**src/periph_pkg.sv**
```systemverilog
package periph_pkg;

    // region select lives in the top address bits
    localparam int REGION_START_BIT = 27;
    localparam int REGION_BITS      = 32 - REGION_START_BIT;

    // word and port fields below the region bits
    localparam int WORD_INDEX_LSB  = 2;
    localparam int WORD_INDEX_BITS = 14;
    localparam int PORT_INDEX_BITS = 4;

    // payload bits of a port read word
    localparam int PORT_DATA_BITS = 4;

    typedef enum logic [REGION_BITS-1:0] {
        REGION_NONE  = 5'd0,
        REGION_RAM   = 5'd2,
        REGION_TIMER = 5'd30,
        REGION_PORTS = 5'd31
    } region_e;

    // APB request fields as seen at the completer port
    typedef struct packed {
        logic [31:0] paddr;
        logic        pwrite;
        logic [31:0] pwdata;
        logic [3:0]  pstrb;
    } apb_req_t;

    // one decoded transfer, shared by every target
    typedef struct packed {
        region_e                    region;
        logic [WORD_INDEX_BITS-1:0] word_index;
        logic [PORT_INDEX_BITS-1:0] port_index;
        // write commits at the end of this cycle
        logic                       write;
        logic [3:0]                 strb;
        logic [31:0]                wdata;
        // read word is captured at the end of this cycle
        logic                       read;
    } decode_t;

endpackage

```
**src/tick_timer.sv**
```systemverilog
`timescale 1ns/100ps

module tick_timer import periph_pkg::*; #(
    parameter int TIMER_BITS = 22
) (
    input  logic        clk,
    input  logic        reset,
    input  decode_t     dec,
    output logic        irq,
    output logic [31:0] rdata
);

    logic [TIMER_BITS-1:0] count;
    logic                  irq_word;
    logic                  selected;
    logic                  clear;

    assign selected = (dec.region == REGION_TIMER);

    // clear sits in lane 1, bit 8
    assign clear = selected && dec.write && dec.strb[1] && dec.wdata[8];

    always_ff @(posedge clk) begin
        if (!reset) begin
            count <= '0;
        end else begin
            count <= count + TIMER_BITS'(1);
        end
    end

    // sticky flag, a wrap in the same cycle beats the clear
    always_ff @(posedge clk) begin
        if (!reset) begin
            irq <= 1'b0;
        end else if (&count) begin
            irq <= 1'b1;
        end else if (clear) begin
            irq <= 1'b0;
        end
    end

    always_ff @(posedge clk) begin
        if (selected && dec.read) begin
            irq_word <= irq;
        end
    end

    assign rdata = {31'b0, irq_word};

endmodule

```
**config.mk**
```make
export PLATFORM = sky130hd
export DESIGN_NAME = tick_timer
export DESIGN_NICKNAME = d
export VERILOG_FILES = /design/src/periph_pkg.sv /design/src/tick_timer.sv
export SDC_FILE = /design/constraint.sdc
export NUM_CORES = 1
export LEC_CHECK = 0
export BUFFER_PORTS_ARGS = -buffer_cell sky130_fd_sc_hd__buf_2
export CAP_MARGIN = 20
export CORE_UTILIZATION = 36
export CTS_CLUSTER_DIAMETER = 80
export DETAILED_ROUTE_END_ITERATION = 8
export PLACE_DENSITY_LB_ADDON = 0.2
export SLEW_MARGIN = 20
export SYNTH_ARGS = -nofsm -noshare
export SYNTH_HDL_FRONTEND = slang
export SYNTH_SLANG_ARGS = --single-unit
```
**constraint.sdc**
```tcl
create_clock -name clk -period 1.55 [get_ports clk]
set_clock_uncertainty 0.1 [all_clocks]
set_input_delay 0.155 -clock clk [delete_from_list [all_inputs] [get_ports clk]]
set_output_delay 0.155 -clock clk [all_outputs]
set_load 0.02 [all_outputs]
```
==> run summary <==
Overflow after GRT - 0
Buffers on Ports - 12
Final core occ - 49.0%
Pleak - 0.703 nW
Number of clock sinks - 24
Initial antenna violation count - 0
CTS Root Cell - clkbuf_4
CP Data Arrival Time - 1.71 ns
Startpoint types - register
Ratio of cells with drive above 1 in the final layout - 40.1%
Gate Count Post-Synth - 148
Worst ir drop on vdd - 0.209 mV
FMAX - 645 MHz
FP Rows - 21
Via-per-instance ratio - 4.51
Placed inst area - 1500 um2
# diodes - 0
Netlist cell types - 31
Fin area - 1670 um2
Clk slew on worst S/H paths - 0.13 ns
H-tree Lvls - 1
Synth Cell Area - 1310 um2
Worst Setup SP - count[0]
CP required - 1.71 ns
Max Root-Sink Buffers - 2
Final Hold Viols - 0
Height of the die - 62.4 um
Residual DRC - 0
Boundary pin count - 96
Initial drt markers - 23
Clock latency on the worst-skew pair - 0.31 ns
All-layer global routing usage - 12.9%
Pin count of the biggest net entering global routing - 16
RSZ-0062 raised after global routing - true
Crit path max fanout - 6
Final WL - 2450 um
Vias in the first global route - 979
Commonest non-fill, non-tap cell in the layout - conb_1
Fin. max-slew vios - 0
Via count - 1073
Hold Crit Class - in2reg
Avg WL per Cell - 10.3 um
Num CTS Buffers - 3
Die W - 62.4 um
Worst r2r src - count[0]
Status - finished, final reports clean
Hold path startpoint - dec[56]
Most frequent cells in the layout - conb_1, buf_4, nor2_1, buf_2, dfxtp_1
GPL Wtd Cong - 0.761
Initial DRT Pass Iterations - 4
Starting Density - 38.4%
HPWL after DPL - 1790 um
Pwr dens - 625 nW/um2
Delay of the slowest critical-path stage - 0.48 ns
# fillers - 335
Synthesized flop and latch total - 24
Max-cap viol count - 0
Critical Path Sink Type - register
Yosys Warn Count - 0
Core area - 3420 um2
Final cycle utilization of the critical path - 100%
Crit-path cells - nand4_1, or2_4, or4_4, a21oi_2
Sequential fraction of the synthesis area - 37.4%
Final setup vio count - 0
First-pass GRT wire length - 4040 um
Worst hold slack - 0.0340 ns
Layout area overhead - 27.5%
TritonCTS clock tree - built
Slowest-stage cell, CP - or4_4
Post-Route Setup TNS - 0 ns
Nets@finish - 257
Routed Antenna Nets - 0
Syn Area/Cell - 8.87 um2
Die area - 3890 um2
Minimum clock period - 1.55 ns
Setup Crit Path Kind - reg2reg
==> metal layers <==
layer  vias to the layer above  wire length [um]  global-route usage (%)  part of all wire (%)
met1                       488              1140                    14.8                    47
met5                         -                 0                       0                     0
met2                        39              1140                    22.7                    46
met4                         0                27                    6.98                   1.1
met3                         2               138                    2.19                   5.6
li1                        544                 -                       -                     -
==> cell usage after synthesis <==
master | instances | share of area (%)
and2_1 | 2 | 0.95
o21ai_0 | 5 | 1.9
ha_1 | 1 | 0.95
o31ai_1 | 5 | 2.9
nor3b_1 | 1 | 0.57
buf_4 | 32 | 18
nand3_1 | 8 | 3.1
o311ai_0 | 1 | 0.67
nor4bb_1 | 1 | 0.76
conb_1 | 1 | 0.29
nand4_2 | 1 | 0.95
and4_1 | 2 | 1.3
buf_6 | 1 | 0.86
or3_1 | 5 | 2.4
a21oi_1 | 9 | 3.4
or2_1 | 1 | 0.48
xnor2_1 | 4 | 2.7
edfxtp_1 | 1 | 2.3
nand4_1 | 5 | 2.4
nor3_1 | 1 | 0.38
nand2_1 | 6 | 1.7
dfxtp_1 | 23 | 35
inv_1 | 2 | 0.57
xor2_1 | 7 | 4.7
or4_1 | 4 | 2.3
and3_1 | 2 | 0.95
nor2_1 | 12 | 3.4
and4_4 | 1 | 0.86
nand4_4 | 1 | 1.6
nand3_2 | 1 | 0.76
clkbuf_1 | 2 | 0.57
==> stage by stage <==
| step | setup slack [ns] | power (mW) | instances |
|---|---|---|---|
| 5_1_grt | -0.0562 | 1.11 | 238 |
| 3_3_place_gp | -0.00304 | 0.767 | 226 |
| 2_1_floorplan | 0.00741 | 0.792 | 178 |
| 4_1_cts | 0.000278 | 1.06 | 232 |
| 3_5_place_dp | -0.0375 | 0.769 | 226 |
| 6_report | 0.000715 | 1.05 | 238 |
==> flip-flops by register name, summed over array words and instances, names as in the netlist <==
name	cells
count	22
irq_word	1
irq	1
==> where the power goes <==
part / switching, mW / internal, mW
clock: 0.181 / 0.100
combinational: 0.0943 / 0.0356
sequential: 0.00754 / 0.627
total: 0.283 / 0.763
==> path summary, 6_finish.rpt <==
check | slack, ns | cells past startpoint | endpoint
worst max register to register | 0.0007 | 4 | count[21]
worst min-delay path | 0.03 | 2 | irq_word
worst min register to register | 0.36 | 0 | irq_word
worst max-delay path | 0.0007 | 4 | count[21]
==> cell type report <==
class                      instances  area, um2  area share, %
multi-input combinational        117        741           44.3
sequential                        24        510           30.5
timing repair buffer              45        330           19.7
tap                               46       57.6           3.44
clock buffer                       4       26.3           1.57
inverter                           2       7.51          0.449
==> critical path: cells and delay by family (launching register included) <==
kind	cells	cell delay [ns]
flops	1	0.38
compound gates	1	0.12
simple gates	3	0.90
==> kinds of logic after synthesis <==
family,count (synthesis),synth area share (%)
and+or+nand+nor,54,24.9
other,1,0.286
DFF,24,37.4
buffers and inverters,37,20.3
adders and majority gates,1,0.953
xor gates and xnor gates,11,7.34
AOI/OAI and AO/OA,20,8.87
==> timing repair <==
action,in CTS,in global routing
resized for setup,4,23
endpoints found under the setup margin,8,7
setup buffers,2,5
endpoints found under the hold margin,0,2
hold buffers,0,1
pin swaps,2,10
Power figures use the tool's default switching activity.
