<file path="config.mk">
export PLATFORM = sky130hd
export DESIGN_NAME = pin_port
export DESIGN_NICKNAME = d
export VERILOG_FILES = /design/src/periph_pkg.sv /design/src/pin_port.sv
export SDC_FILE = /design/constraint.sdc
export NUM_CORES = 1
export LEC_CHECK = 0
export BUFFER_PORTS_ARGS = -buffer_cell sky130_fd_sc_hd__buf_4
export CAP_MARGIN = 0
export CORE_ASPECT_RATIO = 1.75
export CORE_MARGIN = 1.5
export CORE_UTILIZATION = 23
export CTS_CLUSTER_DIAMETER = 100
export CTS_CLUSTER_SIZE = 12
export DETAILED_ROUTE_END_ITERATION = 7
export GPL_ROUTABILITY_DRIVEN = 0
export PLACE_DENSITY = 0.79
export SYNTH_ARGS = -nofsm -noshare
export SYNTH_HDL_FRONTEND = slang
export SYNTH_SLANG_ARGS = --single-unit
</file>
<file path="constraint.sdc">
create_clock -name clk -period 0.9 [get_ports clk]
set_input_delay 0.09 -clock clk [delete_from_list [all_inputs] [get_ports clk]]
set_output_delay 0.09 -clock clk [all_outputs]
set_load 0.01 [all_outputs]
</file>
<file path="src/periph_pkg.sv">
package periph_pkg;

    // region select lives in the top address bits
    localparam int REGION_START_BIT = 27;
    localparam int REGION_BITS      = 32 - REGION_START_BIT;

    // word and port fields below the region bits
    localparam int WORD_INDEX_LSB  = 2;
    localparam int WORD_INDEX_BITS = 14;
    localparam int PORT_INDEX_BITS = 4;

    // payload bits of a port read word
    localparam int PORT_DATA_BITS = 4;

    typedef enum logic [REGION_BITS-1:0] {
        REGION_NONE  = 5'd0,
        REGION_RAM   = 5'd2,
        REGION_TIMER = 5'd30,
        REGION_PORTS = 5'd31
    } region_e;

    // APB request fields as seen at the completer port
    typedef struct packed {
        logic [31:0] paddr;
        logic        pwrite;
        logic [31:0] pwdata;
        logic [3:0]  pstrb;
    } apb_req_t;

    // one decoded transfer, shared by every target
    typedef struct packed {
        region_e                    region;
        logic [WORD_INDEX_BITS-1:0] word_index;
        logic [PORT_INDEX_BITS-1:0] port_index;
        // write commits at the end of this cycle
        logic                       write;
        logic [3:0]                 strb;
        logic [31:0]                wdata;
        // read word is captured at the end of this cycle
        logic                       read;
    } decode_t;

endpackage

</file>
<file path="src/pin_port.sv">
`timescale 1ns/100ps

module pin_port import periph_pkg::*; #(
    parameter int PORT_ID = 0
) (
    input  logic        clk,
    input  logic        reset,
    input  decode_t     dec,
    input  logic        scl_in,
    input  logic        sda_in,
    output logic        scl_drive,
    output logic        sda_drive,
    output logic [31:0] rdata
);

    logic [1:0]                scl_sync;
    logic [1:0]                sda_sync;
    logic [PORT_DATA_BITS-1:0] port_word;
    logic                      selected;

    assign selected = (dec.region == REGION_PORTS)
                   && (dec.port_index == PORT_INDEX_BITS'(PORT_ID));

    // pins are asynchronous to clk
    always_ff @(posedge clk) begin
        scl_sync <= {scl_sync[0], scl_in};
        sda_sync <= {sda_sync[0], sda_in};
    end

    // a set drive bit pulls the line low, cleared means released
    always_ff @(posedge clk) begin
        if (!reset) begin
            scl_drive <= 1'b0;
            sda_drive <= 1'b0;
        end else if (selected && dec.write && dec.strb[0]) begin
            scl_drive <= dec.wdata[1];
            sda_drive <= dec.wdata[0];
        end
    end

    always_ff @(posedge clk) begin
        if (selected && dec.read) begin
            port_word <= {scl_sync[1], sda_sync[1], scl_drive, sda_drive};
        end
    end

    assign rdata = {{(32 - PORT_DATA_BITS){1'b0}}, port_word};

endmodule

</file>
==> run metrics, run 1 <==
antenna viol nets, final 0; Worst Path Required 810 ps; Layout Cells excl Fill 105; WP buf/inv 1; antenna violations before repair 0; switching power total 0.231 mW; Sequential Power Share 45.2%; sequential area share after synthesis 43.4%; Hold Path End scl_drive; Max-Cap Viols 0; worst-path maximum fanout 1; Setup Skew 4.92 ps; worst hold path type in2reg; Residual DRC 0; synthesis-to-layout area growth 30.3%; Worst Reg2Reg Path Length in Cells 2; switching share of power 21.6%; largest net degree at the start of global routing 7; synthesized area 553 um2; Synth Area in Simple Gates 14.3%; DR pass1 iterations 2; status finished, final reports clean; Inserted Diodes 0; reg-to-reg slack, setup 290 ps; DRT Wirelength 950 um; vias per cell 3.58; grt ovf 0; first-pass GRT wire length 1280 um; Hold Vio Cnt, Final 0; vias in the first global route 337; die area 0.00272 mm2; Setup violations, final 0; syn avg cell area 10.8 um2; clk buf depth 2; period utilization 92.7%; crit path cell chain buf_4; clock slew at reported path FFs 50 ps; Synth Area in XOR/XNOR 0%; final setup margin 65.3 ps; slowest stage cell on the critical path edfxtp_1; Cells after Synth 51; Critical R2R Capture sda_drive; reg2reg start sda_drive; Synth Area in Adders 0%; pins over their slew limit 0; Synth cell types 11; CP top delay family flip-flops; Max stage delay on crit path 360 ps; port bufs 23; Die Y-Extent 67.9 um; Pwr Density 1480 mW/mm2; Clk pwr share 42.2%; All-Layer GR Usage 7.39%; fin crit period 835 ps; worst vdd ir 1270 uV; nets 146; share of cells above drive strength 1 36.3%; # clock sinks 10; worst-skew pair later-pin latency 230 ps; core area 0.00227 mm2; Comb power frac 12.6%; most common cell after layout, fill and taps aside conb_1; clk root buf clkbuf_8; CP startpoint kind flop; die width 40.1 um; DP Cell Count 99; cell row count 23; pre-CTS setup slack -131 ps; Initial Utilization 24.3%; RSZ-0062 raised after global routing no; largest family of logic cells by synthesized area buffers and inverters; Worst Hold Depth 3; # H-tree levels 1; CTS Buf Count 3; post-DP HPWL 823 um; Starting DRT DRC Count 2; post-synthesis compound-gate area fraction 0%; hold_sp dec[2]; Synth Warn # 0; internal power 0.838 mW; Fmax 1200 MHz; FF+latch count, synth 10; # IOs 99; wire per inst 9.05 um; CP Data Arrival Time 740 ps; Vias 376; Leak 0.397 nW; CTS tree built; CP Class reg2out; mux share of post-synthesis cell area 3.62%; commonest non-fill, non-tap cells in the layout 28 x conb_1, 24 x buf_4, 6 x dfxtp_1; Worst Setup End Kind primary output
[state kept, by name, indices dropped and copies added (netlist names)]
signal     count
sda_drive      1
scl_drive      1
port_word      4
scl_sync       2
sda_sync       2
[Yosys cell counts, drive strengths merged]
library cell  instances  area (um2)
and3                  1        6.26
and4                  1        8.76
and4bb                2        25.0
buf                  28         210
conb                  1        3.75
dfxtp                 6         120
edfxtp                4         120
mux2i                 2        20.0
nand2                 4        15.0
nand4                 1        12.5
nor2                  1        11.3
[worst max path at each step]
stage                       from  slack (ps)           end  cells past startpoint
global route        port_word[3]          20      rdata[3]                      1
floorplan                dec[38]          50  port_word[0]                      2
CTS                 port_word[1]          50      rdata[1]                      1
finish              port_word[1]          70      rdata[1]                      1
global placement         dec[38]        -110  port_word[2]                      3
detailed placement       dec[38]        -130  port_word[2]                      3
[power groups by stage]
stage / Sequential [mW] / Clock [mW] / Combinational [mW]
floorplan: 0.490 / 0 / 0.152
global route: 0.481 / 0.500 / 0.149
finish: 0.482 / 0.451 / 0.135
global placement: 0.490 / 0 / 0.124
CTS: 0.482 / 0.470 / 0.134
detailed placement: 0.491 / 0 / 0.127
[logic make-up (layout without fill, tap and decap cells)]
group                  after synthesis  count (layout)
other                                1              28
AND/OR/NAND/NOR                     10              10
buffers and inverters               28              30
multiplexers                         2               2
flip-flops                          10              10
[layer usage]
| layer | part of all wire (%) | track usage [%] | wire [um] |
|---|---|---|---|
| met5 | 0 | 0 | 0 |
| met4 | 0.84 | 5.17 | 8 |
| met3 | 22 | 3.25 | 211 |
| met2 | 51 | 14.7 | 482 |
| met1 | 26 | 4.25 | 248 |
[timing repair]
action / 4_1_cts / 5_1_grt
gates resized for setup: 0 / 0
endpoints found under the hold margin: 2 / 0
setup buffers: 0 / 0
hold buffers: 2 / 0
[stage by stage]
| stage | TNS, ps | cell area [um2] | total power [mW] | utilization, % | hold WS (ps) |
|---|---|---|---|---|---|
| after global placement | -427 | 656 | 0.614 | 28.8 | 196 |
| after global routing | 0 | 721 | 1.13 | 31.7 | 127 |
| after detailed placement | -582 | 656 | 0.618 | 28.8 | 197 |
| after CTS | 0 | 721 | 1.09 | 31.7 | 126 |
| after floorplan | 0 | 654 | 0.642 | - | 118 |
| final | 0 | 721 | 1.07 | 31.7 | 123 |
[final cells by class]
cell class,instances,area [um2]
timing repair buffer,26,200
fill,249,1550
clock inverter,1,3.75
multi-input combinational,40,204
clock buffer,3,41.3
tap,25,31.3
sequential,10,240
Power figures use the tool's default switching activity.
==> run 2, diff against run 1 <==
--- a/config.mk
+++ b/config.mk
@@ -7,7 +7,7 @@
 export LEC_CHECK = 0
 export BUFFER_PORTS_ARGS = -buffer_cell sky130_fd_sc_hd__buf_4
 export CAP_MARGIN = 0
-export CORE_ASPECT_RATIO = 1.75
+export CORE_ASPECT_RATIO = 1.5
 export CORE_MARGIN = 1.5
 export CORE_UTILIZATION = 23
 export CTS_CLUSTER_DIAMETER = 100
==> run 2 against run 1 <==
Core utilization shrank 0.58 points. Via count fell by 2.4%. Register-to-register slack worse by 20 ps. Critical path depth stayed put. Die area shrank 0.20%. Sequential power is essentially flat. Sequential share of layout area up 0.83 points. Critical path type unchanged. Largest cell class unchanged. Largest power group unchanged.
==> run metrics, run 2 (synthesized netlist as in run 1, its figures left out) <==
status finished, final reports clean (unchanged); Leak 0.389 nW (was 0.397 nW); clk buf depth 2 (unchanged); vias in the first global route 278 (was 337); DP Cell Count 97 (was 99); cell row count 21 (was 23); antenna viol nets, final 0 (unchanged); Critical R2R Capture scl_drive (was sda_drive); Setup violations, final 0 (unchanged); Worst Setup End Kind primary output (unchanged); die width 43.0 um (was 40.1 um); commonest non-fill, non-tap cells in the layout 28 x conb_1, 23 x buf_4, 6 x dfxtp_1 (was 28 x conb_1, 24 x buf_4, 6 x dfxtp_1); clock slew at reported path FFs 60 ps (was 50 ps); Worst Path Required 810 ps (about the same); most common cell after layout, fill and taps aside conb_1 (unchanged); Initial Utilization 24.5% (was 24.3%); TNS Setup 0 ps (unchanged); worst-path maximum fanout 1 (unchanged); DR pass1 iterations 1 (was 2); CTS tree built (unchanged); largest net degree at the start of global routing 7 (unchanged); RSZ-0062 raised after global routing yes (was no); Layout Cells excl Fill 103 (was 105); clk root buf clkbuf_4 (was clkbuf_8); Largest register FFs 4 (unchanged); Worst Reg2Reg Path Length in Cells 2 (unchanged); reg-to-reg slack, setup 270 ps (was 290 ps); hold_sp dec[1] (was dec[2]); # IOs 99 (unchanged); Fmax 1160 MHz (was 1200 MHz); WP buf/inv 1 (unchanged); fillers 241 (was 249); fin crit period 864 ps (was 835 ps); Hold Vio Cnt, Final 0 (unchanged); Max stage delay on crit path 380 ps (was 360 ps); CP startpoint kind flop (unchanged); DRT Wirelength 826 um (was 950 um); vias per cell 3.56 (was 3.58); Starting DRT DRC Count 0 (was 2); period utilization 96.0% (was 92.7%); antenna violations before repair 0 (unchanged); Inserted Diodes 0 (unchanged); # clock sinks 10 (unchanged); crit path cell chain buf_6 (was buf_4); slowest stage cell on the critical path edfxtp_1 (unchanged); share of cells above drive strength 1 36.3% (unchanged); nets 146 (unchanged); Vias 367 (was 376); CP Data Arrival Time 770 ps (was 740 ps); core area 0.00226 mm2 (was 0.00227 mm2); port bufs 23 (unchanged); biggest regs port_word x4, scl_sync x2, sda_sync x2 (unchanged); final core occ 31.1% (was 31.7%); grt ovf 0 (unchanged); Hold Path End sda_drive (was scl_drive); reg2reg start scl_drive (was sda_drive); worst-skew pair later-pin latency 260 ps (was 230 ps); first-pass GRT wire length 1120 um (was 1280 um); worst vdd ir 290 uV (was 1270 uV); Pwr Density 1290 mW/mm2 (was 1480 mW/mm2); post-DP HPWL 693 um (was 823 um); All-Layer GR Usage 5.71% (was 7.39%); worst hold path type in2reg (unchanged); pins over their slew limit 0 (unchanged); Setup Skew 4.39 ps (was 4.92 ps); CTS Buf Count 3 (unchanged); synthesis-to-layout area growth 27.1% (was 30.3%); CP top delay family flip-flops (unchanged); wire per inst 8.02 um (was 9.05 um); Residual DRC 0 (unchanged); crit path launch port_word[1] (unchanged); Max-Cap Viols 0 (unchanged); Top reg by flops port_word (unchanged); CP Class reg2out (unchanged); Post-CTS Setup Bufs 0 (unchanged); die area 0.00271 mm2 (was 0.00272 mm2); Die Y-Extent 63.1 um (was 67.9 um); # H-tree levels 1 (unchanged); Worst Hold Depth 3 (unchanged)
==> run 2: cell counts in the layout (fill, tap and decap cells not counted) <==
Identical to the previous run, type by type.
==> run 2: how the worst max path moves through the flow <==
stage | to | depth (start not counted)
after floorplan | port_word[0] | 2
after global placement | port_word[2] | 3
after detailed placement | port_word[2] | 3
after CTS | rdata[1] | 1
after global routing | rdata[1] | 1
final | rdata[1] | 1
==> run 2: repair_timing <==
item	4_1_cts	5_1_grt
endpoints found under the setup margin	0	1
hold buffers	2	0
gates resized for setup	0	1
endpoints found under the hold margin	2	0
==> run 2: final cells by class <==
type | count | area, um2 | area share (%)
clock buffer | 3 | 22.5 | 3.20
clock inverter | 1 | 3.75 | 0.534
multi-input combinational | 40 | 204 | 29.0
sequential | 10 | 240 | 34.2
tap | 23 | 28.8 | 4.09
timing repair buffer | 26 | 204 | 29.0
==> run 2: layer usage <==
| metal | vias to the layer above | track usage, % | wire length, um |
|---|---|---|---|
| met2 | 43 | 10.0 | 408 |
| li1 | 168 | - | - |
| met4 | 0 | 4.55 | 17 |
| met5 | - | 0 | 0 |
| met1 | 154 | 4.07 | 216 |
| met3 | 2 | 3.44 | 183 |
==> run 2: power breakdown <==
part | internal [mW] | switching (mW) | total [mW]
sequential | 0.479 | 0.00210 | 0.481
clock | 0.159 | 0.132 | 0.291
combinational | 0.0618 | 0.0733 | 0.135
total | 0.699 | 0.207 | 0.907
==> run 2: metrics by stage <==
step	hold WS, ps	cell area (um2)	setup slack (ps)	power (mW)
6_report	99.3	703	36.3	0.907
5_1_grt	98.6	703	-8.28	0.962
3_3_place_gp	196	653	-105	0.614
2_1_floorplan	118	654	52.4	0.642
3_5_place_dp	196	653	-133	0.617
4_1_cts	90.4	699	18.0	0.922
