File: src/periph_pkg.sv
package periph_pkg;

    // region select lives in the top address bits
    localparam int REGION_START_BIT = 27;
    localparam int REGION_BITS      = 32 - REGION_START_BIT;

    // word and port fields below the region bits
    localparam int WORD_INDEX_LSB  = 2;
    localparam int WORD_INDEX_BITS = 14;
    localparam int PORT_INDEX_BITS = 4;

    // payload bits of a port read word
    localparam int PORT_DATA_BITS = 4;

    typedef enum logic [REGION_BITS-1:0] {
        REGION_NONE  = 5'd0,
        REGION_RAM   = 5'd2,
        REGION_TIMER = 5'd30,
        REGION_PORTS = 5'd31
    } region_e;

    // APB request fields as seen at the completer port
    typedef struct packed {
        logic [31:0] paddr;
        logic        pwrite;
        logic [31:0] pwdata;
        logic [3:0]  pstrb;
    } apb_req_t;

    // one decoded transfer, shared by every target
    typedef struct packed {
        region_e                    region;
        logic [WORD_INDEX_BITS-1:0] word_index;
        logic [PORT_INDEX_BITS-1:0] port_index;
        // write commits at the end of this cycle
        logic                       write;
        logic [3:0]                 strb;
        logic [31:0]                wdata;
        // read word is captured at the end of this cycle
        logic                       read;
    } decode_t;

endpackage

File: src/apb_region_decoder.sv
`timescale 1ns/100ps

module apb_region_decoder import periph_pkg::*; #(
    parameter int PIN_PORTS = 2
) (
    input  logic     clk,
    input  logic     reset,
    input  apb_req_t req,
    input  logic     psel,
    input  logic     penable,
    output decode_t  dec
);

    apb_req_t                   req_q;
    apb_req_t                   src;
    logic                       setup;
    logic                       access;
    logic                       write_q;
    region_e                    region;
    logic [PORT_INDEX_BITS-1:0] port_index;

    // address map, anything not listed is unmapped
    function automatic region_e classify(input logic [31:0] addr);
        region_e r;
        case (addr[31:REGION_START_BIT])
            REGION_RAM:   r = REGION_RAM;
            REGION_TIMER: r = REGION_TIMER;
            REGION_PORTS: r = REGION_PORTS;
            default:      r = REGION_NONE;
        endcase
        return r;
    endfunction

    assign setup  = psel && !penable;
    assign access = psel && penable;

    // setup decodes the live request so targets can capture read words
    // at the setup edge; access uses the copy taken at that edge
    assign src        = setup ? req : req_q;
    assign port_index = src.paddr[WORD_INDEX_LSB +: PORT_INDEX_BITS];

    always_comb begin
        region = classify(src.paddr);
        // a port beyond the bank is treated like an unmapped region
        if (region == REGION_PORTS && int'(port_index) >= PIN_PORTS) begin
            region = REGION_NONE;
        end
    end

    always_ff @(posedge clk) begin
        if (setup) begin
            req_q <= req;
        end
    end

    // writes to unmapped space never reach a target
    always_ff @(posedge clk) begin
        if (!reset) begin
            write_q <= 1'b0;
        end else begin
            write_q <= setup && req.pwrite && (region != REGION_NONE);
        end
    end

    always_comb begin
        dec.region     = region;
        dec.word_index = src.paddr[WORD_INDEX_LSB +: WORD_INDEX_BITS];
        dec.port_index = port_index;
        dec.write      = write_q && access;
        dec.strb       = src.pstrb;
        dec.wdata      = src.pwdata;
        dec.read       = setup;
    end

endmodule

File: config.mk
export PLATFORM = sky130hd
export DESIGN_NAME = apb_region_decoder
export DESIGN_NICKNAME = d
export VERILOG_FILES = /design/src/periph_pkg.sv /design/src/apb_region_decoder.sv
export SDC_FILE = /design/constraint.sdc
export NUM_CORES = 1
export LEC_CHECK = 0
export ABC_AREA = 1
export BUFFER_PORTS_ARGS = -buffer_cell sky130_fd_sc_hd__buf_4
export CAP_MARGIN = 20
export CELL_PAD_IN_SITES_DETAIL_PLACEMENT = 0
export CELL_PAD_IN_SITES_GLOBAL_PLACEMENT = 1
export CORE_AREA = 4 4 79 117
export DETAILED_ROUTE_END_ITERATION = 8
export DIE_AREA = 0 0 83 121
export GPL_TIMING_DRIVEN = 0
export PLACE_DENSITY = 0.85
export SLEW_MARGIN = 10
export SYNTH_ARGS = -nofsm -noshare
export SYNTH_HDL_FRONTEND = slang
export SYNTH_SLANG_ARGS = --single-unit
File: constraint.sdc
create_clock -name clk -period 1.5 [get_ports clk]
set_input_delay 0.075 -clock clk [delete_from_list [all_inputs] [get_ports clk]]
set_output_delay 0.075 -clock clk [all_outputs]
set_load 0.01 [all_outputs]
==> summary.md, run 1 <==
| Metric | Value |
|---|---|
| Clock-pin slew of the registers on the worst-case setup and hold paths | `0.07 ns` |
| Fmax | `between 700 and 800 MHz` |
| DR WL/cell | `approximately 10 microns` |
| Reg2reg setup slack | `between 0.5 and 0.6 ns` |
| Clock Sinks | `56` |
| Cell depth of the worst setup path | `8` |
| CTS Buf Count | `5` |
| CP Class | `flop to output pin` |
| DRT antenna net count | `0` |
| Core area | `8310 sq um` |
| CTS tree | `built` |
| Iter 0 DRT Violations | `56` |
| Layout cells sized above 1 | `0.451` |
| Fill count | `843` |
| Synthesized area | `approximately 2400 sq um` |
| Max-slew violation count | `0` |
| R2R depth | `8` |
| Syn avg cell area | `~7.4 sq um` |
| Max stage delay on crit path | `0.31 ns` |
| Hold Fails Final Rpt | `0` |
| Worst Hold Class | `input pin to flop` |
| Vias | `approximately 2200` |
| Post-route minimum period | `1.42 ns` |
| Max_cap viols | `0` |
| Post-Syn Nets | `397` |
| Worst Path Required | `1.42 ns` |
| Nets | `546` |
| Worst-Skew Late Latency | `0.29 ns` |
| H-Tree Depth | `2` |
| Design area | `~3900 sq um` |
| Post-synth cell types | `15` |
| Slew HR | `0.863` |
| Worst hold endpoint | `req_q[46]` |
| Gpl congestion | `around 0.74` |
| Synth warnings | `0` |
| Vias per cell | `3.83` |
| Final setup viols | `0` |
| Worst hold start | `req[46]` |
| Instance count of the mapped netlist | `between 300 and 400` |
| Global-route wire length before repair | `slightly below 10000 microns` |
| Final clock skew | `0.00138 ns` |
| Worst-Margin Slew | `approximately 0.21 ns` |
| VDD IR max | `0.000598 V` |
| Cell family with the largest share of critical-path delay | `simple AND/OR/NAND/NOR gates` |
| Worst Slack Setup Final | `between 0.08 and 0.09 ns` |
| Leak | `about 2.1 nW` |
| Worst setup SP type | `flop` |
| Max Buffers Root-to-Sink | `2` |
| CP endpoint kind | `output pin` |
| PwrDens | `approximately 1100 nW/um^2` |
| 1st-pass router iterations | `4` |
| Placed standard-cell area | `about 3400 sq um` |
| Most common library cell in the layout ignoring fill and taps | `buf_4` |
| Pre-CTS setup slack | `-0.0353 ns` |
| Initial Utilization | `0.289` |
| # diodes | `0` |
| Cell row count | `41` |
| Largest net degree at the start of global routing | `17` |
| RR Endpoint | `write_q` |
| Status | `complete, no violations` |
| WP data arrival | `around 1.3 ns` |
| Critical path fanouts, max | `3` |
| Crit share post-route | `0.945` |
| RSZ-0062 raised after global routing | `true` |
| Post-synthesis sequential area ratio | `0.467` |
| Worst-path cell chain | `nand2_1 -> nand2_2 -> nand2_2 -> nor2_4 -> inv_2 -> a21oi_4 -> buf_6 -> buf_6` |
| CP bufs+invs | `3` |
| Most frequent cells in the layout | `buf_4, nand2_1, dfxtp_1` |
| Worst R2R Start | `req_q[68]` |
| Die W | `between 80 and 90 microns` |
| Die area | `roughly 10000 sq um` |
| # IOs | `between 100 and 150` |
| Hold path depth | `3` |
| Crit-path slowest cell | `dfxtp_1` |
| Total Wirelength | `around 6000 microns` |
| Input/output buffers | `119` |
| DRC Markers | `0` |
| Total gr overflow | `0` |
| Finished Core Util | `0.468` |
| GRT Resource Usage Total | `0.117` |
| Antenna violations before repair | `0` |
| Flops & latches, synth | `56` |
| Vias in the first global route | `roughly 2200` |
| Clock root cell | `clkbuf_16` |
| Die Y | `121 microns` |
| Synth-to-Final Area Change | `62.0%` |
| Dpl hpwl | `~4400 microns` |
==> cell families (layout without fill, tap and decap cells) <==
logic type,Yosys count,after routing,synth area share
AND/OR/NAND/NOR,184,184,0.304
buffers and inverters,82,232,0.224
AO/OA/AOI/OAI,2,2,0.00417
flip-flops,56,56,0.467
==> state kept, by name (all words and copies together), names as in the netlist <==
name / count
write_q: 1
req_q: 55
==> metal layers <==
layer  track usage  vias to the layer above  wire, microns
met2         0.208                       72           2930
li1              -                     1209              -
met5             0                        -              0
met3        0.0367                        4            385
met1         0.132                      941           2460
met4        0.0358                        0             51
==> final cells by class <==
type | count | area, sq um | share of cell area
repair buffers | 143 | 1140 | 0.293
inverters | 13 | 51.3 | 0.0132
well taps | 107 | 134 | 0.0344
multi-input cells | 186 | 779 | 0.201
clock inverters | 1 | 7.51 | 0.00193
flip-flops and latches | 56 | 1120 | 0.289
clock buffers | 7 | 143 | 0.0367
plain buffers | 68 | 509 | 0.131
==> where the power goes <==
| part | switching [mW] | internal [mW] |
|---|---|---|
| clock network | 0.517 | 0.667 |
| registers | 0.0466 | 1.68 |
| logic | 0.487 | 0.697 |
==> Yosys cell counts <==
master / instances / area, sq um
inv_1: 11 / 41.3
nor2_1: 4 / 15.0
buf_4: 57 / 428
buf_6: 1 / 11.3
nand2_2: 5 / 31.3
nand2_1: 161 / 604
buf_2: 7 / 35.0
inv_2: 2 / 7.51
nor2_2: 3 / 18.8
o21ai_1: 1 / 5.00
clkbuf_1: 4 / 15.0
nand3b_1: 2 / 15.0
dfxtp_1: 56 / 1120
nand3_1: 9 / 45.0
a21oi_1: 1 / 5.00
==> worst max path at each step <==
stage,from,end,slack [ns]
floorplan,psel,dec[59],0.20
global placement,psel,dec[24],-0.02
detailed placement,psel,dec[20],-0.04
CTS,req_q[42],dec[60],0.002
global route,req_q[68],dec[60],-0.02
finish,req_q[66],dec[60],0.08
==> what timing repair did <==
item	CTS	global route
pin swaps	1	5
gates cloned	0	0
endpoints found under the setup margin	12	44
gates resized for setup	2	31
hold buffers	23	0
buffers inserted	0	1
hold endpoints to repair	23	0
==> per-stage QoR <==
step / hold slack (ns) / power [mW] / instances / setup TNS [ns]
after floorplan: 0.199 / 2.39 / 324 / 0
after global placement: 0.287 / 2.87 / 550 / -0.133
after detailed placement: 0.288 / 2.88 / 550 / -0.264
after CTS: 0.000367 / 4.13 / 581 / 0
after global routing: 0.00504 / 4.36 / 581 / -0.0393
final: 0.00421 / 4.10 / 581 / 0
==> tightest hold or removal path, stage by stage <==
cell     delay, ns
buf_4         0.08
nand2_1       0.04
nand2_1       0.06
(Power assumes the default switching activity.)
==> run 2, diff against run 1 <==
PLACE_DENSITY = not set   (was 0.85)
PLACE_DENSITY_LB_ADDON = 0.05   (was not set)
==> summary.md, run 2 (synthesis gave the netlist of run 1 again) <==
| Metric | Value |
|---|---|
| Final setup viols | `0` |
| Gpl congestion | `approximately 0.71` |
| Hold path depth | `3` |
| Die Y | `approximately 120 microns` |
| Layout cells sized above 1 | `0.423` |
| Die W | `approximately 83 microns` |
| Cell row count | `between 40 and 50` |
| Max reg flops | `55` |
| DRC Markers | `0` |
| # diodes | `0` |
| Max_cap viols | `0` |
| CP bufs+invs | `3` |
| Fmax | `roughly 690 MHz` |
| Pre-CTS setup slack | `-0.0689 ns` |
| Biggest regs | `req_q (55), write_q (1)` |
| Max Buffers Root-to-Sink | `2` |
| Worst hold endpoint | `req_q[48]` |
| Vias in the first global route | `approximately 2300` |
| Status | `complete, no violations` |
| Vias per cell | `approximately 3.8` |
| Worst Slack Setup Final | `between 0.04 and 0.05 ns` |
| Total Wirelength | `just over 6000 microns` |
| Fill count | `approximately 850` |
| Dpl hpwl | `between 4000 and 5000 microns` |
| Clock root cell | `clkbuf_16` |
| Input/output buffers | `~120` |
| 1st-pass router iterations | `4` |
| Worst R2R Start | `req_q[65]` |
| DRT antenna net count | `0` |
| Initial Utilization | `0.289` |
| Fin Hold WS | `0.000931 ns` |
| Max stage delay on crit path | `0.33 ns` |
| Iter 0 DRT Violations | `30` |
| Vias | `roughly 2300` |
| Post-route minimum period | `between 1 and 1.5 ns` |
| Nets | `roughly 570` |
| Leak | `2.22 nW` |
| Crit-path slowest cell | `dfxtp_2` |
| Total negative setup slack | `0 ns` |
| RSZ-0062 raised after global routing | `true` |
| VDD IR max | `roughly 0.00059 V` |
| Largest net degree at the start of global routing | `17` |
| Worst-Skew Late Latency | `roughly 0.29 ns` |
| Most frequent cells in the layout | `buf_4, nand2_1, dfxtp_1` |
| Worst-path cell chain | `nand2_2 -> nand2_2 -> nand2_1 -> nor2_2 -> inv_2 -> a21oi_4 -> buf_4 -> buf_4` |
| Reg2reg setup slack | `about 0.5 ns` |
| RR Endpoint | `write_q` |
| CTS tree | `built` |
| Cell family with the largest share of critical-path delay | `flip-flops` |
| Synth-to-Final Area Change | `69.4%` |
| Storage cell area | `approximately 1100 sq um` |
| Post-CTS Setup Inserts | `0` |
| CTS Buf Count | `5` |
| GRT Resource Usage Total | `0.123` |
| CP startpoint | `req_q[65]` |
| Die area | `between 10000 and 15000 sq um` |
| CP Class | `flop to output pin` |
| H-Tree Depth | `2` |
| Core area | `a little over 8000 sq um` |
| Worst Hold Class | `input pin to flop` |
| Multi-input gate area | `~760 sq um` |
| # IOs | `134` |
| Worst Path Required | `between 1 and 1.5 ns` |
| Worst setup SP type | `flop` |
| PwrDens | `1050 nW/um^2` |
| Critical path fanouts, max | `3` |
| CP endpoint kind | `output pin` |
| Top reg by flops | `req_q` |
| Clock-pin slew of the registers on the worst-case setup and hold paths | `~0.070 ns` |
| R2R depth | `8` |
| Antenna violations before repair | `0` |
| Slew HR | `0.711` |
| Worst hold start | `req[48]` |
| Hold Fails Final Rpt | `0` |
| Crit share post-route | `0.968` |
| Global-route wire length before repair | `10100 microns` |
| Worst-Margin Slew | `roughly 0.43 ns` |
| Final clock skew | `0.00120 ns` |
| Total gr overflow | `0` |
| DR WL/cell | `slightly above 10 microns` |
| WP data arrival | `between 1 and 1.5 ns` |
| Max-slew violation count | `0` |
| Most common library cell in the layout ignoring fill and taps | `buf_4` |
| Clock Sinks | `56` |
==> run 2: changes by cell type in the layout (fill, tap and decap cells not counted), sizes merged <==
cell         before  now
buf             183  182
dlygate4sd3      23   43
bufinv            0    1
clkinv            0    1
clkinvlp          1    0
==> run 2: worst max path at each step <==
stage	depth (start not counted)	to	slack, ns
2_1_floorplan	10	dec[59]	0.20
3_3_place_gp	9	dec[23]	-0.06
3_5_place_dp	9	dec[18]	-0.07
4_1_cts	7	dec[59]	0.01
5_1_grt	8	dec[60]	-0.05
6_report	8	dec[60]	0.05
==> run 2: where the power goes <==
part / switching (mW) / leakage [nW] / internal [mW]
clock: 0.520 / 0.0808 / 0.786
combinational: 0.494 / 1.67 / 0.723
sequential: 0.0449 / 0.471 / 1.68
total: 1.06 / 2.22 / 3.19
==> run 2: area by class of cell <==
type                       count  area share
multi-input combinational    186       0.188
clock inverter                 2     0.00862
clock buffer                   6      0.0317
buffer                        69       0.124
tap                          107      0.0330
timing repair buffer         162       0.326
inverter                      13      0.0126
sequential                    56       0.277
==> run 2: timing repair <==
action / CTS / global route
pin swaps: 2 / 1
resized for setup: 5 / 13
hold buffers: 43 / 0
endpoints found under the hold margin: 43 / 0
endpoints found under the setup margin: 15 / 44
==> run 2: metal layers <==
metal	share of wire	vias up	GRT usage
li1	-	1251	-
met1	0.40	976	0.135
met2	0.51	70	0.216
met3	0.070	8	0.0462
met4	0.014	0	0.0429
met5	0	-	0
==> run 2: stage by stage <==
step	instance area [sq um]	util	power, mW	instances
after floorplan	2400	-	2.39	324
after global placement	3430	0.412	2.88	550
after detailed placement	3430	0.412	2.89	550
after CTS	4040	0.486	4.32	601
after global routing	4060	0.489	4.50	601
final	4060	0.489	4.25	601
==> run 2: worst min-delay path, delay by kind of cell <==
family,cells,cell delay [ns]
simple gates,2,0.11
buf+inv,1,0.08
