## src/periph_pkg.sv

```systemverilog
package periph_pkg;

    // region select lives in the top address bits
    localparam int REGION_START_BIT = 27;
    localparam int REGION_BITS      = 32 - REGION_START_BIT;

    // word and port fields below the region bits
    localparam int WORD_INDEX_LSB  = 2;
    localparam int WORD_INDEX_BITS = 14;
    localparam int PORT_INDEX_BITS = 4;

    // payload bits of a port read word
    localparam int PORT_DATA_BITS = 4;

    typedef enum logic [REGION_BITS-1:0] {
        REGION_NONE  = 5'd0,
        REGION_RAM   = 5'd2,
        REGION_TIMER = 5'd30,
        REGION_PORTS = 5'd31
    } region_e;

    // APB request fields as seen at the completer port
    typedef struct packed {
        logic [31:0] paddr;
        logic        pwrite;
        logic [31:0] pwdata;
        logic [3:0]  pstrb;
    } apb_req_t;

    // one decoded transfer, shared by every target
    typedef struct packed {
        region_e                    region;
        logic [WORD_INDEX_BITS-1:0] word_index;
        logic [PORT_INDEX_BITS-1:0] port_index;
        // write commits at the end of this cycle
        logic                       write;
        logic [3:0]                 strb;
        logic [31:0]                wdata;
        // read word is captured at the end of this cycle
        logic                       read;
    } decode_t;

endpackage

```

## src/read_return.sv

```systemverilog
`timescale 1ns/100ps

module read_return import periph_pkg::*; #(
    parameter int PIN_PORTS = 2
) (
    input  logic                      clk,
    input  logic                      reset,
    input  decode_t                   dec,
    input  logic [31:0]               ram_rdata,
    input  logic [31:0]               timer_rdata,
    input  logic [PIN_PORTS-1:0][31:0] port_rdata,
    output logic [31:0]               prdata,
    output logic                      pready,
    output logic                      pslverr
);

    region_e                    region_q;
    logic [PORT_INDEX_BITS-1:0] port_q;
    logic [31:0]                port_word;

    // completion is fixed one cycle after setup
    always_ff @(posedge clk) begin
        if (!reset) begin
            pready   <= 1'b0;
            pslverr  <= 1'b0;
            region_q <= REGION_NONE;
        end else begin
            pready  <= dec.read;
            pslverr <= dec.read && (dec.region == REGION_NONE);
            if (dec.read) begin
                region_q <= dec.region;
            end
        end
    end

    always_ff @(posedge clk) begin
        if (dec.read) begin
            port_q <= dec.port_index;
        end
    end

    // decoder already folded bad port numbers into REGION_NONE
    always_comb begin
        port_word = '0;
        for (int i = 0; i < PIN_PORTS; i++) begin
            if (port_q == PORT_INDEX_BITS'(i)) begin
                port_word = port_rdata[i];
            end
        end
    end

    // unmapped returns zero
    always_comb begin
        case (region_q)
            REGION_RAM:   prdata = ram_rdata;
            REGION_TIMER: prdata = timer_rdata;
            REGION_PORTS: prdata = port_word;
            default:      prdata = '0;
        endcase
    end

endmodule

```

## config.mk

```make
export PLATFORM = sky130hd
export DESIGN_NAME = read_return
export DESIGN_NICKNAME = d
export VERILOG_FILES = /design/src/periph_pkg.sv /design/src/read_return.sv
export SDC_FILE = /design/constraint.sdc
export NUM_CORES = 1
export LEC_CHECK = 0
export ABC_AREA = 1
export BUFFER_PORTS_ARGS = -buffer_cell sky130_fd_sc_hd__buf_2
export CORE_ASPECT_RATIO = 0.8
export CORE_MARGIN = 3
export CORE_UTILIZATION = 30
export CTS_BUF_LIST = sky130_fd_sc_hd__clkbuf_16
export CTS_CLUSTER_DIAMETER = 60
export DETAILED_ROUTE_END_ITERATION = 16
export PLACE_DENSITY = 0.74
export SYNTH_ARGS = -nofsm -noshare
export SYNTH_HDL_FRONTEND = slang
export SYNTH_SLANG_ARGS = --single-unit
```

## constraint.sdc

```tcl
create_clock -name clk -period 1.1 [get_ports clk]
set_input_delay 0.055 -clock clk [delete_from_list [all_inputs] [get_ports clk]]
set_output_delay 0.055 -clock clk [all_outputs]
set_load 0.02 [all_outputs]
```

==> summary.txt, run 1 <==
Status
  • Status: complete, but fails checks
  • Failing checks: negative setup slack

Layout
  • Final nets: 739
  • Commonest non-fill, non-tap cells in the layout: 141 x buf_2, 95 x nand2_1, 86 x nand3_1
  • Core Util, Final: around 61%
  • Antenna cells: 0
  • Commonest non-fill, non-tap cell in the layout: buf_2
  • Area grow syn2layout: 94.9%
  • Share of layout cells above drive strength 1: 49.7%

Place
  • Port Buffers: around 170
  • Hpwl dp: roughly 6300 um
  • Routability Congestion: 0.807

Drt
  • Initial DRT Pass Iterations: 4
  • Via density: around 5.1
  • Final antenna-violating net count: 0
  • Drt wl/cell: about 15 um
  • 1st-iter DRT viols: 77
  • Via Count: 3,201
  • DRC violations left: 0
  • Final wirelength: around 9500 um

Timing
  • Count of final hold-check violations: 0
  • Final setup vio count: 32
  • Crit path time final: approximately 1.5 ns
  • Min Hold Slack: ~0.0061 ns
  • Setup ws final: -0.435 ns
  • Maximum operating frequency: about 0.65 GHz
  • Crit share post-route: 140%
  • Slew headroom: 83.0%
  • Pins Over Slew Limit: 0
  • Worst-margin pin slew: between 0.2 and 0.3 ns
  • RSZ-0062 raised after global routing: true
  • Max Clock Skew: 0 ns

Floorplanning
  • # rows: 25
  • Initial core utilization: between 30% and 40%
  • Die Y: 76.6 um
  • Die Area: a little over 7000 um^2
  • Num ports: ~230
  • Core footprint: about 6000 um^2
  • Width of the die: about 94 um

Synth
  • Mapped Nets: about 550
  • Cell count after synthesis: roughly 360
  • Cell variety after synth: 19
  • Synth top area share: 26.5%
  • Synth Register Bits: 11
  • Syn Area/Cell: just over 5 um^2
  • Yosys warnings: 0
  • Synth area leaders: nand2_1 26%, nand3_1 26%, nand4_1 11%, dfxtp_1 7.5%, edfxtp_1 6.4%
  • Mapped cell area: approximately 1900 um^2
  • Post-synth top area cell: nand2_1
  • Register area share after synthesis: approximately 14%

Clocking
  • Sink Count: 11
  • CTS buffer count: 3
  • # H-tree levels: 1
  • Root Buffer: clkbuf_16
  • Worst-path clk slew: ~0.040 ns
  • Clk_lat worst skew: roughly 0.24 ns
  • CTS max path bufs: 2
  • TritonCTS clock tree: yes

Pwr
  • Pwr Density: ~600 nW/um^2
  • Worst vdd rail ir drop: roughly 0.0011 V
  • Static Leak: 2.02 nW

Setup path
  • Critical path fanouts, max: 8
  • Critical path class: register to output port
  • Crit path arrival time: roughly 1.5 ns
  • Worst setup SP type: register
  • CP endpoint kind: output port
  • Worst EP required: 1.04 ns

Global routing
  • Largest net degree at the start of global routing: 37
  • Number of global-route vias before repair: roughly 2,900
  • Overall Global Routing Usage: 22.2%
  • Initial antenna violation count: 0
  • First-pass GRT wire length: around 13,000 um
  • Gr ovfl total: 0

Run
  • Maxcap violations: 0

Worst hold path
  • Worst min path class: primary input to register
[final timing paths]
path | start | slack [ns] | depth (start not counted) | endpoint
max | port_q[1]$_DFFE_PP_ | -0.44 | 7 | prdata[13]
min reg2reg | region_q[3]$_SDFFE_PN0P_ | 0.55 | 2 | region_q[3]$_SDFFE_PN0P_
max reg2reg | region_q[4]$_SDFFE_PN0P_ | 0.33 | 3 | region_q[4]$_SDFFE_PN0P_
min | dec[41] | 0.006 | 1 | port_q[3]$_DFFE_PP_
[routing by layer]
metal | GRT usage, % | share of wire, % | wire length (um) | up-vias
met5 | 0 | 0 | 0 | -
met4 | 1.73 | 0.56 | 53 | 0
met3 | 5.13 | 9.3 | 880 | 4
met2 | 40.3 | 50 | 4740 | 163
met1 | 27.5 | 40 | 3820 | 1466
li1 | - | - | - | 1568
[power by group]
part | total (mW) | switching (mW) | internal, mW
Sequential | 0.484 | 0.0286 | 0.455
Clock | 0.664 | 0.182 | 0.481
Combinational | 1.07 | 0.550 | 0.524
Total | 2.22 | 0.761 | 1.46
[worst max-delay path, stage by stage, from the launching register on]
cell and delay [ns]:
edfxtp_1 0.46, nor2_4 0.21, buf_6 0.18, nand3_1 0.08, nand2_1 0.07, nand2_1 0.06, nand2_2 0.07, buf_6 0.11
[through the flow]
step | worst slack [ns] | instance area, um^2 | power (mW) | setup TNS [ns] | instances
final | -0.435 | 3650 | 2.22 | -13.38 | 628
after global routing | -0.559 | 3650 | 2.34 | -16.20 | 628
after CTS | -0.447 | 3350 | 2.12 | -13.82 | 618
after detailed placement | -0.260 | 2990 | 1.33 | -7.10 | 605
after global placement | -0.239 | 2990 | 1.31 | -6.69 | 605
after floorplan | -0.0287 | 1970 | 0.882 | -0.619 | 361
[synth_stat cells]
cell type,number
nor2_4,1
nor4_1,1
dfxtp_1,7
nor2_1,11
clkinv_1,22
inv_1,15
nand2_1,132
nand3_1,96
nor2_2,1
buf_2,21
o21ai_0,5
buf_6,3
buf_1,3
a21oi_1,2
inv_2,1
nand4_1,32
nor3b_4,1
edfxtp_1,4
buf_4,3
[cell type report]
class	count	area [um^2]
sequential	11	267
clock inverter	1	5.00
multi-input combinational	282	1470
fill	557	2330
inverter	38	143
clock buffer	3	75.1
timing repair buffer	212	1580
tap	81	101
[cells by family (layout without fill, tap and decap cells)]
logic type	Yosys count	in the layout	share of synthesized area, %
AO/OA/AOI/OAI	7	7	1.87
AND/OR/NAND/NOR	275	275	67.4
buffers and inverters	68	254	16.9
flip-flops	11	11	13.9
[registers in the layout, indices dropped and copies added (netlist names)]
name and count:
pready 1, port_q 4, pslverr 1, region_q 5
[what timing repair did]
action | 4_1_cts | 5_1_grt
pin swaps | 1 | 9
gates cloned | 2 | 9
hold buffers | 4 | 1
endpoints found under the setup margin | 32 | 32
setup buffers | 3 | 3
endpoints found under the hold margin | 3 | 1
gates resized for setup | 56 | 41
Power figures use the tool's default switching activity.
==> run 2: changes to the inputs <==
--- a/config.mk
+++ b/config.mk
@@ -6,13 +6,14 @@
 export NUM_CORES = 1
 export LEC_CHECK = 0
 export ABC_AREA = 1
-export BUFFER_PORTS_ARGS = -buffer_cell sky130_fd_sc_hd__buf_2
+export BUFFER_PORTS_ARGS = -buffer_cell sky130_fd_sc_hd__buf_4
 export CORE_ASPECT_RATIO = 0.8
 export CORE_MARGIN = 3
 export CORE_UTILIZATION = 30
 export CTS_BUF_LIST = sky130_fd_sc_hd__clkbuf_16
 export CTS_CLUSTER_DIAMETER = 60
 export DETAILED_ROUTE_END_ITERATION = 16
+export GPL_ROUTABILITY_DRIVEN = 0
 export PLACE_DENSITY = 0.74
 export SYNTH_ARGS = -nofsm -noshare
 export SYNTH_HDL_FRONTEND = slang
==> run 2 against run 1 <==
- largest power group unchanged
- the flow still finishes with violations (negative setup slack)
- non-clock buffer count shrank 4
- die area stayed put
- maximum frequency is 2.2% lower
- combinational power is 8% higher
- critical path type unchanged
==> summary.txt, run 2 (synthesis results as in run 1) <==
Status
  • Status: complete, but fails checks
  • Failing checks: negative setup slack

Setup path
  • Critical path fanouts, max: 32 (+24)
  • Critical path class: register to output port
  • CP endpoint kind: output port
  • Worst setup SP type: register
  • Worst R2R Start: region_q[4]$_SDFFE_PN0P_
  • Crit path arrival time: 1.51 ns (+0.03 ns)
  • Critical Path Start: port_q[1]$_DFFE_PP_
  • Worst EP required: 1.04 ns (about the same)

Drt
  • Final antenna-violating net count: 0 (unchanged)
  • DRC violations left: 0 (unchanged)
  • Via Count: 3,168 (-1.0%)
  • Initial DRT Pass Iterations: 4 (unchanged)
  • Drt wl/cell: 14.7 um (-2.5%)
  • 1st-iter DRT viols: 131 (+70%)
  • Via density: 5.08 (-0.40%)
  • Final wirelength: 9190 um (-3.2%)

Layout
  • Largest regs: region_q x5, port_q x4
  • Largest Register: region_q
  • Area grow syn2layout: 106%
  • Commonest non-fill, non-tap cell in the layout: buf_4
  • Max FFs per register: 5 (unchanged)
  • Share of layout cells above drive strength 1: 47.0% (-2.8 points)
  • Commonest non-fill, non-tap cells in the layout: 163 x buf_4, 97 x nand2_1, 94 x nand3_1
  • Final nets: 735 (-0.54%)
  • Antenna cells: 0 (unchanged)
  • Final Non-Filler Cells: 624 (-0.64%)
  • Layout filler cell count: 546 (-2.0%)
  • Final Cell Area: 3860 um^2 (+5.9%)

Timing
  • Slew headroom: 80.8% (-2.1 points)
  • Worst-margin pin slew: 0.285 ns (+0.0317 ns)
  • Crit path time final: 1.57 ns (+0.0340 ns)
  • Final setup vio count: 32 (unchanged)
  • Crit share post-route: 143% (+3.1 points)
  • RSZ-0062 raised after global routing: true
  • Count of final hold-check violations: 0 (unchanged)
  • Min Hold Slack: 0.00683 ns (+0.000698 ns)
  • Max Clock Skew: 0 ns (unchanged)
  • Setup ws final: -0.469 ns (-0.0340 ns)
  • Pins Over Slew Limit: 0 (unchanged)
  • Setup TNS: -13.88 ns (-0.499 ns)
  • Maximum operating frequency: 0.637 GHz (-2.2%)

Place
  • Hpwl dp: 6630 um (+5.2%)
  • Placed inst area: 3420 um^2 (+14%)
  • # placed instances: 606 (+0.17%)
  • Port Buffers: 173 (unchanged)

Global routing
  • First-pass GRT wire length: 13,900 um (+5.1%)
  • Gr ovfl total: 0 (unchanged)
  • Initial antenna violation count: 0 (unchanged)
  • Overall Global Routing Usage: 23.5% (+1.3 points)
  • Number of global-route vias before repair: 2,912 (+1.6%)
  • Largest net degree at the start of global routing: 33 (-11%)

Floorplanning
  • Initial core utilization: 31.3% (unchanged)
  • Num ports: 225 (unchanged)
  • Die Area: 7220 um^2 (unchanged)
  • Die Y: 76.6 um (unchanged)
  • Core footprint: 5970 um^2 (unchanged)
  • # rows: 25 (unchanged)
  • Width of the die: 94.3 um (unchanged)

Clocking
  • CTS buffer count: 3 (unchanged)
  • Sink Count: 11 (unchanged)
  • TritonCTS clock tree: yes
  • # H-tree levels: 1 (unchanged)
  • Root Buffer: clkbuf_16
  • Worst-path clk slew: 0.04 ns (about the same)
  • Clk_lat worst skew: 0.23 ns (about the same)
  • CTS max path bufs: 2 (unchanged)

Pwr
  • Logic pwr share: 50.7% (+2.4 points)
  • Switching Share: 31.4% (-2.8 points)
  • Pint: 1.57 mW (+7.2%)
  • Sw power: 716 uW (-5.8%)
  • Reg power frac: 21.1% (-0.7 points)
  • Worst vdd rail ir drop: 0.00101 V (-4.5%)
  • Static Leak: 2.10 nW (+3.7%)
  • Pwr Density: 591 nW/um^2 (-3.0%)
  • Clock power share: 28.3% (-1.6 points)

Worst hold path
  • Worst min path class: primary input to register
  • Hold path startpoint: dec[59]

Run
  • Maxcap violations: 0 (unchanged)
-- run 2: changes by cell type in the layout (fill, tap and decap cells not counted), moves of 3 or more --
cell / before / now
buf_2: 141 / 0
buf_4: 17 / 163
buf_6: 35 / 29
clkbuf_16: 9 / 6
nand3_1: 86 / 94
nand3_2: 10 / 2
-- run 2: path summary, 6_finish.rpt --
path,slack [ns],cells past startpoint,end
setup reg to reg,0.30,3,region_q[4]$_SDFFE_PN0P_
setup / recovery,-0.47,7,prdata[21]
hold / removal,0.007,2,pslverr$_SDFF_PN0_
hold reg to reg,0.53,2,region_q[3]$_SDFFE_PN0P_
-- run 2: timing repair --
item                       CTS  global route
buffers inserted             5             0
pin swaps                    1            17
hold buffers                 4             0
hold endpoints to repair     4             0
setup endpoints to repair   32            32
cloned                       3             3
resized for setup           27            18
-- run 2: layer usage --
metal | global-route usage [%] | share of wire (%) | wire (um)
met4 | 2.02 | 1.1 | 105
met2 | 42.5 | 50 | 4620
met3 | 6.81 | 11 | 989
met5 | 0 | 0 | 0
met1 | 28.2 | 38 | 3480
-- run 2: worst max-delay path, stage by stage, from the launching register on --
cell and delay, ns:
edfxtp_1 0.44, nor2_2 0.16, buf_12 0.21, nand3_1 0.10
nand2_1 0.10, nand2_2 0.07, nand2_2 0.06, buf_4 0.13
-- run 2: cell type report --
| class | instances | area [um^2] | area share, % |
|---|---|---|---|
| Sequential cell | 11 | 264 | 6.84 |
| Clock buffer | 3 | 75.1 | 1.94 |
| Multi-Input combinational cell | 282 | 1420 | 36.7 |
| Clock inverter | 1 | 3.75 | 0.0972 |
| Inverter | 38 | 143 | 3.70 |
| Tap cell | 81 | 101 | 2.63 |
| Timing Repair Buffer | 208 | 1860 | 48.1 |
-- run 2: power by group through the flow --
stage | clock network (mW) | logic, mW | registers [mW]
6_report | 0.645 | 1.16 | 0.481
5_1_grt | 0.675 | 1.25 | 0.483
4_1_cts | 0.654 | 1.10 | 0.479
3_5_place_dp | 0 | 1.01 | 0.480
3_3_place_gp | 0 | 0.993 | 0.478
2_1_floorplan | 0 | 0.405 | 0.477
-- run 2: stage by stage --
step / worst slack [ns] / power (mW) / utilization [%]
2_1_floorplan: -0.0287 / 0.882 / -
3_3_place_gp: -0.171 / 1.47 / 57.3
3_5_place_dp: -0.227 / 1.49 / 57.3
6_report: -0.469 / 2.28 / 64.6
5_1_grt: -0.556 / 2.41 / 64.6
4_1_cts: -0.450 / 2.23 / 62.6
